[config.mk]
export PLATFORM = sky130hd
export DESIGN_NAME = icache_top
export DESIGN_NICKNAME = d
export VERILOG_FILES = /design/src/icache_pkg.sv /design/src/icache_ctrl.sv /design/src/icache_data_store.sv /design/src/icache_refill.sv /design/src/icache_tag_store.sv /design/src/icache_top.sv
export VERILOG_INCLUDE_DIRS = /design/src
export SDC_FILE = /design/constraint.sdc
export NUM_CORES = 1
export LEC_CHECK = 0
export BUFFER_PORTS_ARGS = -buffer_cell sky130_fd_sc_hd__buf_2
export CORE_UTILIZATION = 52
export DETAILED_ROUTE_END_ITERATION = 10
export HOLD_SLACK_MARGIN = 0.05
export PLACE_DENSITY = 0.8
export SLEW_MARGIN = 20
export SYNTH_ARGS = -nofsm -noshare
export SYNTH_HDL_FRONTEND = slang
export SYNTH_SLANG_ARGS = --single-unit
[constraint.sdc]
create_clock -name clk -period 12.5 [get_ports clk]
set_clock_uncertainty 0.1 [all_clocks]
set_input_delay 0 -clock clk [delete_from_list [all_inputs] [get_ports clk]]
set_output_delay 0 -clock clk [all_outputs]
set_load 0.02 [all_outputs]
[src/icache_consts.svh]
`ifndef ICACHE_CONSTS_SVH
`define ICACHE_CONSTS_SVH

// fetch byte address
`define ICACHE_ADDR_W 32

// 16 byte lines
`define ICACHE_OFFSET_W 4

// 4 sets, direct mapped
`define ICACHE_INDEX_W 2

// also the refill burst length
`define ICACHE_WORDS 4

`endif

[src/icache_pkg.sv]
`default_nettype none

`include "icache_consts.svh"

package icache_pkg;

  typedef logic [`ICACHE_ADDR_W-`ICACHE_INDEX_W-`ICACHE_OFFSET_W-1:0] tag_t;
  typedef logic [`ICACHE_INDEX_W-1:0] index_t;
  typedef logic [`ICACHE_OFFSET_W-3:0] woff_t; // word within a line
  typedef logic [31:0] word_t;
  typedef logic [63:0] beat_t; // one memory data beat

  function automatic tag_t addr_tag(input logic [`ICACHE_ADDR_W-1:0] addr);
    return addr[`ICACHE_ADDR_W-1:`ICACHE_OFFSET_W+`ICACHE_INDEX_W];
  endfunction

  function automatic index_t addr_index(input logic [`ICACHE_ADDR_W-1:0] addr);
    return addr[`ICACHE_OFFSET_W+`ICACHE_INDEX_W-1:`ICACHE_OFFSET_W];
  endfunction

  function automatic woff_t addr_woff(input logic [`ICACHE_ADDR_W-1:0] addr);
    return addr[`ICACHE_OFFSET_W-1:2];
  endfunction

  // on-chip sram below 0x3000_0000 is left uncached
  function automatic logic is_cacheable(input logic [`ICACHE_ADDR_W-1:0] addr);
    return addr[`ICACHE_ADDR_W-1 -: 4] >= 4'h3;
  endfunction

endpackage

`default_nettype wire

[src/icache_ctrl.sv]
`default_nettype none
`timescale 1ns/100ps

`include "icache_consts.svh"

module icache_ctrl (
  input  logic                      clk,
  input  logic                      rstn,
  input  logic                      ar_valid,
  input  logic [`ICACHE_ADDR_W-1:0] ar_addr,
  output logic                      ar_ready,
  output logic                      r_valid,
  output icache_pkg::word_t         r_data,
  input  logic                      r_ready,
  input  logic                      flush_req,
  output logic                      flush_ack,
  output logic [31:0]               hit_count,
  output logic [31:0]               miss_count,
  output icache_pkg::index_t        lookup_index,
  output icache_pkg::tag_t          lookup_tag,
  output logic                      fill,
  output logic                      invalidate,
  input  logic                      hit,
  output icache_pkg::index_t        rd_index,
  output icache_pkg::woff_t         rd_off,
  input  icache_pkg::word_t         rd_word,
  output logic                      start,
  output logic                      bypass,
  output logic [`ICACHE_ADDR_W-1:0] word_addr,
  input  logic                      done,
  input  icache_pkg::word_t         bypass_word
);

  typedef enum logic [2:0] {s_idle, s_lookup, s_refill, s_respond, s_flush} state_t;

  state_t                    state;
  logic                      acc_q;
  logic                      was_hit;
  logic [`ICACHE_ADDR_W-1:0] addr_q;
  logic                      cacheable;
  logic                      ar_hs;

  assign cacheable    = icache_pkg::is_cacheable(addr_q);
  assign ar_ready     = (state == s_idle) && !acc_q;
  assign ar_hs        = ar_valid && ar_ready;
  assign lookup_index = icache_pkg::addr_index(addr_q);
  assign lookup_tag   = icache_pkg::addr_tag(addr_q);
  assign rd_index     = lookup_index;
  assign rd_off       = icache_pkg::addr_woff(addr_q);
  assign word_addr    = addr_q;
  assign bypass       = !cacheable;
  assign start        = (state == s_lookup) && !(hit && cacheable);
  assign fill         = (state == s_refill) && done && cacheable;
  // fetch beats flush when both show up
  assign invalidate   = (state == s_idle) && !acc_q && !ar_valid && flush_req;
  assign r_valid      = (state == s_respond);
  assign r_data       = cacheable ? rd_word : bypass_word;
  assign flush_ack    = (state == s_flush);

  always_ff @(posedge clk) begin
    if (ar_hs) begin
      addr_q <= ar_addr;
    end
  end

  always_ff @(posedge clk) begin
    if (!rstn) begin
      state      <= s_idle;
      acc_q      <= 1'b0;
      was_hit    <= 1'b0;
      hit_count  <= '0;
      miss_count <= '0;
    end else begin
      case (state)
        s_idle: begin
          if (acc_q) begin
            acc_q <= 1'b0;
            state <= s_lookup;
          end else if (ar_hs) begin
            acc_q <= 1'b1; // address registered, tags next cycle
          end else if (invalidate) begin
            state <= s_flush;
          end
        end
        s_lookup: begin
          was_hit <= hit && cacheable;
          state   <= (hit && cacheable) ? s_respond : s_refill;
        end
        s_refill: if (done) state <= s_respond;
        s_respond: begin
          if (r_ready) begin
            state <= s_idle;
            if (cacheable && was_hit) hit_count <= hit_count + 1'b1;
            if (cacheable && !was_hit) miss_count <= miss_count + 1'b1;
          end
        end
        s_flush: if (!flush_req) state <= s_idle; // ack drops after req
        default: state <= s_idle;
      endcase
    end
  end

endmodule

`default_nettype wire

[src/icache_data_store.sv]
`default_nettype none
`timescale 1ns/100ps

`include "icache_consts.svh"

module icache_data_store (
  input  logic               clk,
  input  logic               wr_en,
  input  icache_pkg::index_t wr_index,
  input  icache_pkg::woff_t  wr_off,
  input  icache_pkg::word_t  wr_word,
  input  icache_pkg::index_t rd_index,
  input  icache_pkg::woff_t  rd_off,
  output icache_pkg::word_t  rd_word
);

  localparam int SETS = 1 << `ICACHE_INDEX_W;

  icache_pkg::word_t lines [SETS][`ICACHE_WORDS];

  // one word per refill beat
  always_ff @(posedge clk) begin
    if (wr_en) begin
      lines[wr_index][wr_off] <= wr_word;
    end
  end

  assign rd_word = lines[rd_index][rd_off]; // async read

endmodule

`default_nettype wire

[src/icache_refill.sv]
`default_nettype none
`timescale 1ns/100ps

`include "icache_consts.svh"

module icache_refill (
  input  logic                      clk,
  input  logic                      rstn,
  input  logic                      start,
  input  logic                      bypass,
  input  logic [`ICACHE_ADDR_W-1:0] word_addr,
  output logic                      done,
  output icache_pkg::word_t         bypass_word,
  output logic                      wr_en,
  output icache_pkg::index_t        wr_index,
  output icache_pkg::woff_t         wr_off,
  output icache_pkg::word_t         wr_word,
  output logic                      mem_ar_valid,
  output logic [`ICACHE_ADDR_W-1:0] mem_ar_addr,
  output logic [7:0]                mem_ar_len,
  input  logic                      mem_ar_ready,
  input  logic                      mem_r_valid,
  input  icache_pkg::beat_t         mem_r_data,
  input  logic                      mem_r_last,
  output logic                      mem_r_ready
);

  logic               byp_q;
  icache_pkg::index_t idx_q;
  icache_pkg::woff_t  off_q;
  icache_pkg::word_t  beat_word;
  logic               beat_hs;

  assign beat_hs = mem_r_valid && mem_r_ready;
  assign beat_word = off_q[0] ? mem_r_data[63:32] : mem_r_data[31:0]; // odd words up top

  assign wr_en    = beat_hs && !byp_q;
  assign wr_index = idx_q;
  assign wr_off   = off_q;
  assign wr_word  = beat_word;

  always_ff @(posedge clk) begin
    if (!rstn) begin
      mem_ar_valid <= 1'b0;
      mem_r_ready  <= 1'b0;
      done         <= 1'b0;
    end else begin
      done <= 1'b0;
      if (start) begin
        mem_ar_valid <= 1'b1;
        mem_r_ready  <= 1'b1; // held for the whole burst
      end else if (mem_ar_valid && mem_ar_ready) begin
        mem_ar_valid <= 1'b0;
      end
      if (beat_hs && mem_r_last) begin
        mem_r_ready <= 1'b0;
        done        <= 1'b1;
      end
    end
  end

  always_ff @(posedge clk) begin
    if (start) begin
      mem_ar_addr <= word_addr;
      mem_ar_len  <= bypass ? 8'd0 : 8'(`ICACHE_WORDS - 1);
      byp_q       <= bypass;
      idx_q       <= icache_pkg::addr_index(word_addr);
      off_q       <= icache_pkg::addr_woff(word_addr); // critical word first
    end else if (beat_hs) begin
      off_q <= off_q + 1'b1; // wraps inside the line
      if (byp_q) begin
        bypass_word <= beat_word;
      end
    end
  end

endmodule

`default_nettype wire

[src/icache_tag_store.sv]
`default_nettype none
`timescale 1ns/100ps

`include "icache_consts.svh"

module icache_tag_store (
  input  logic               clk,
  input  logic               rstn,
  input  icache_pkg::index_t lookup_index,
  input  icache_pkg::tag_t   lookup_tag,
  input  logic               fill,
  input  logic               invalidate,
  output logic               hit
);

  localparam int SETS = 1 << `ICACHE_INDEX_W;

  logic [SETS-1:0] valid;
  icache_pkg::tag_t tags [SETS];

  assign hit = valid[lookup_index] && (tags[lookup_index] == lookup_tag);

  always_ff @(posedge clk) begin
    if (!rstn) begin
      valid <= '0;
    end else if (invalidate) begin
      valid <= '0; // fence.i drops every line
    end else if (fill) begin
      valid[lookup_index] <= 1'b1;
    end
  end

  // tag captured with each fill
  always_ff @(posedge clk) begin
    if (fill) begin
      tags[lookup_index] <= lookup_tag;
    end
  end

endmodule

`default_nettype wire

[src/icache_top.sv]
`default_nettype none
`timescale 1ns/100ps

`include "icache_consts.svh"

module icache_top (
  input  logic                      clk,
  input  logic                      rstn,
  input  logic                      ar_valid,
  input  logic [`ICACHE_ADDR_W-1:0] ar_addr,
  output logic                      ar_ready,
  output logic                      r_valid,
  output icache_pkg::word_t         r_data,
  input  logic                      r_ready,
  output logic                      mem_ar_valid,
  output logic [`ICACHE_ADDR_W-1:0] mem_ar_addr,
  output logic [7:0]                mem_ar_len,
  input  logic                      mem_ar_ready,
  input  logic                      mem_r_valid,
  input  icache_pkg::beat_t         mem_r_data,
  input  logic                      mem_r_last,
  output logic                      mem_r_ready,
  input  logic                      flush_req,
  output logic                      flush_ack,
  output logic [31:0]               hit_count,
  output logic [31:0]               miss_count
);

  icache_pkg::index_t        lookup_index;
  icache_pkg::tag_t          lookup_tag;
  logic                      fill;
  logic                      invalidate;
  logic                      hit;
  icache_pkg::index_t        rd_index;
  icache_pkg::woff_t         rd_off;
  icache_pkg::word_t         rd_word;
  logic                      start;
  logic                      bypass;
  logic [`ICACHE_ADDR_W-1:0] word_addr;
  logic                      done;
  icache_pkg::word_t         bypass_word;
  logic                      wr_en;
  icache_pkg::index_t        wr_index;
  icache_pkg::woff_t         wr_off;
  icache_pkg::word_t         wr_word;

  icache_ctrl u_ctrl (
    .clk(clk), .rstn(rstn),
    .ar_valid(ar_valid), .ar_addr(ar_addr), .ar_ready(ar_ready),
    .r_valid(r_valid), .r_data(r_data), .r_ready(r_ready),
    .flush_req(flush_req), .flush_ack(flush_ack),
    .hit_count(hit_count), .miss_count(miss_count),
    .lookup_index(lookup_index), .lookup_tag(lookup_tag),
    .fill(fill), .invalidate(invalidate), .hit(hit),
    .rd_index(rd_index), .rd_off(rd_off), .rd_word(rd_word),
    .start(start), .bypass(bypass), .word_addr(word_addr),
    .done(done), .bypass_word(bypass_word)
  );

  icache_tag_store u_tags (
    .clk(clk), .rstn(rstn),
    .lookup_index(lookup_index), .lookup_tag(lookup_tag),
    .fill(fill), .invalidate(invalidate), .hit(hit)
  );

  icache_data_store u_data (
    .clk(clk),
    .wr_en(wr_en), .wr_index(wr_index), .wr_off(wr_off), .wr_word(wr_word),
    .rd_index(rd_index), .rd_off(rd_off), .rd_word(rd_word)
  );

  icache_refill u_refill (
    .clk(clk), .rstn(rstn),
    .start(start), .bypass(bypass), .word_addr(word_addr),
    .done(done), .bypass_word(bypass_word),
    .wr_en(wr_en), .wr_index(wr_index), .wr_off(wr_off), .wr_word(wr_word),
    .mem_ar_valid(mem_ar_valid), .mem_ar_addr(mem_ar_addr),
    .mem_ar_len(mem_ar_len), .mem_ar_ready(mem_ar_ready),
    .mem_r_valid(mem_r_valid), .mem_r_data(mem_r_data),
    .mem_r_last(mem_r_last), .mem_r_ready(mem_r_ready)
  );

endmodule

`default_nettype wire

==> impl_metrics.csv <==
group,metric,value,unit
status,status,"finished, final reports clean",
hold_path,worstHoldPathType,"in -> reg",
critical_path,path_max_fanout,74,
yosys,synth-warning-count,0,
place,port_buffers,238,
grt,grt_pass1_wl,107000,µm
timing,tightestPinTransition,1.14,ns
layout,n_antenna_cell,0,
drt,drtIter0Drc,1645,
flow_run,cap_violations,0,
critical_path,critPathSlowestCell,"and4_2",
clock_network,cts_made_buffers,81,
layout,mostFrequentLayoutCells,"edfxtp_1 (716), buf_2 (238), mux4_2 (177)",
yosys,synth.yosys.seq_area_share,74.9,%
timing,fin_hold_ws,0.129,ns
timing,min_period_over_period,37.7,%
die,die_w,245,µm
yosys,synthArstFlopShare,0,%
power_and_ir_drop,powerDensity,191,mW/mm²
yosys,synth-edff-count,716,
timing,rsz0062_at_grt,"no",
critical_path,crit_chain,"buf_4, mux2i_1, xnor2_1, or4_1, o21ai_0, nand3_1, o21ai_4, and4_2",
critical_path,worst-r2r-cell-count,8,
grt,grt_overflow,0,
drt,vias,16900,
power_and_ir_drop,comb_power_share,20.7,%
clock_network,htreeDepth,3,
timing,relSlewSlack,23.7,%
place,dp_hpwl,36800,µm
critical_path,worstPathArrival,4.84,ns
timing,maxSlewViolCount,0,
die,dieHeight,245,µm
yosys,yosysUniqueCellTypes,52,
clock_network,cts_setup_buffers,0,
timing,fmax,0.212,GHz
power_and_ir_drop,finalPower,0.00704,W
die,rows,88,
yosys,synthFlopType,"edfxtp_1",
power_and_ir_drop,p_sw,0.00192,W
drt,wirelength,72600,µm
yosys,syn_inst,1602,
die,die_area,0.0602,mm²
layout,drive_gt1_share,30.2,%
critical_path,cp-start-kind,"flip-flop",
power_and_ir_drop,internal-power,0.00512,W
grt,first_global_vias,17300,
yosys,yosysTopAreaCell,"edfxtp_1",
critical_path,cp.required,12.63,ns
yosys,synth-seq-cells,794,
drt,drcViolationCount,0,
power_and_ir_drop,p_clk_share,33.8,%
yosys,syn_avg_cell_area,19.2,µm²
layout,final_cell_area,0.0369,mm²
yosys,yosysTopAreaCellShare,69.8,%
yosys,synth_top_cells_by_area,"edfxtp_1 (70%), mux4_2 (13%), dfxtp_1 (5.1%)",
hold_path,min_delay_path_depth,3,
critical_path,crit_path_max_incr_delay,1.00,ns
drt,viasPerCell,5.94,
die,initial_core_util,53.0,%
grt,track_usage,24.4,%
critical_path,rrSetupSlack,7.79,ns
layout,area_growth,20.0,%
timing,final_hold_viol_count,0,
clock_network,cts_tree,"yes",
place,gp_routability_congestion,0.845,
timing,setup_viol,0,
power_and_ir_drop,p_leak,12.7,nW
drt,drtPass1Iterations,7,
timing,finalCriticalPeriod,4.71,ns
drt,ant_nets,0,
grt,antenna_found_initial,0,
power_and_ir_drop,p_sw_share,27.2,%
layout,final_nets,2129,
die,core,0.0581,mm²
clock_network,clock_latency,0.64,ns
clock_network,cts_resized,0,
layout,final_common_cell,"edfxtp_1",
clock_network,hold_buffers,138,
power_and_ir_drop,ir_worst_vdd,165,µV
place,placedInstanceArea,0.0330,mm²
power_and_ir_drop,p_seq_share,45.5,%
clock_network,cts-root-buf,"clkbuf_16",
drt,avgRoutedWirePerCell,25.5,µm
grt,grt_max_degree,117,
clock_network,cts_buffer_depth,3,
critical_path,crit_type,"reg -> reg",
clock_network,cts.clk_slew.worst_paths,0.07,ns
yosys,syn_area,0.0308,mm²
die,ios,245,
critical_path,end_kind,"flip-flop",
clock_network,clock-sinks,794,
timing,fin_setup_tns,0,ns
==> critical path, delay by kind of cell, from the launching register on <==
kind	cells	cell delay, ns
flops	1	0.74
simple gates	3	1.58
compound gates	2	0.53
xor+xnor	1	0.08
buf+inv	1	0.92
mux	1	0.30
==> synth_stat cells (3+ instances only) <==
cell	n
a21oi_1	16
a22oi_1	4
and2_1	6
and3_1	11
and4_1	8
buf_1	8
buf_2	27
buf_4	9
clkbuf_1	32
dfxtp_1	78
edfxtp_1	716
ha_1	6
inv_1	17
mux2_2	36
mux2i_1	28
mux4_2	177
nand2_1	142
nand2b_1	4
nand3_1	20
nand4_1	16
nor2_1	92
nor2b_1	3
nor3_1	11
nor3b_1	4
nor4_1	8
o21ai_0	8
or3_1	6
xnor2_1	25
xor2_1	54
==> final timing paths <==
| path | startpoint | endpoint |
|---|---|---|
| setup / recovery | flip-flop | u_refill.bypass_word[11] |
| hold / removal | ar_addr[5] | flip-flop |
| setup reg to reg | flip-flop | u_refill.bypass_word[11] |
| hold reg to reg | u_ctrl.word_addr[0] | u_refill.mem_ar_addr[0] |
==> metal layers <==
metal | wire length [µm] | track usage [%] | vias to the layer above | part of all wire, %
li1 | - | - | 7167 | -
met5 | 0 | 0 | - | 0
met2 | 37900 | 42.5 | 852 | 52
met1 | 27800 | 31.3 | 8732 | 38
met4 | 1860 | 7.27 | 0 | 2.6
met3 | 5040 | 4.34 | 137 | 6.9
==> registers in the layout (all words and copies together), names as in the netlist, named ones only <==
register               count
u_data.lines             512
u_tags.tags              104
u_ctrl.hit_count          32
u_ctrl.miss_count         32
u_ctrl.word_addr          32
u_refill.bypass_word      32
u_refill.mem_ar_addr      31
u_tags.valid               4
u_ctrl.state               3
u_refill.wr_off            2
u_ctrl.acc_q               1
u_ctrl.was_hit             1
u_refill.byp_q             1
u_refill.done              1
u_refill.mem_ar_len        1
u_refill.mem_ar_valid      1
u_refill.mem_r_ready       1
u_refill.wr_index          1
==> area by class of cell <==
class	count	area, µm²
flip-flops and latches	794	23100
clock buffers	102	2160
well taps	765	957
inverters	17	65.1
fillers	3854	21200
repair buffers	406	2810
clock inverters	42	423
multi-input cells	719	7460
==> kinds of logic (layout without fill, tap and decap cells) <==
family          Yosys count  in the layout  synth area share [%]
compound gates           47             47                  1.03
mux                     243            243                  15.2
simple gates            338            338                  4.95
flops                   794            794                  74.9
fa+ha+maj                 6              6                 0.244
xor+xnor                 79             79                  2.25
buf+inv                  94            567                  1.39
other cells               1              6                0.0122
==> per-stage QoR <==
step,instances,util [%],setup WS (ns)
2_1_floorplan,1607,-,8.46
3_3_place_gp,2563,56.7,7.80
3_5_place_dp,2563,56.7,7.77
4_1_cts,2845,63.5,7.77
5_1_grt,2845,63.5,7.51
6_report,2845,63.5,7.79
==> power by group through the flow <==
stage,Sequential (W),Clock [W],Combinational [W]
CTS,0.00320,0.00239,0.00146
detailed placement,0.00325,0,0.00139
floorplan,0.00322,0,0.00101
global route,0.00321,0.00250,0.00155
finish,0.00320,0.00238,0.00145
global placement,0.00324,0,0.00136
(Power assumes the default switching activity.)
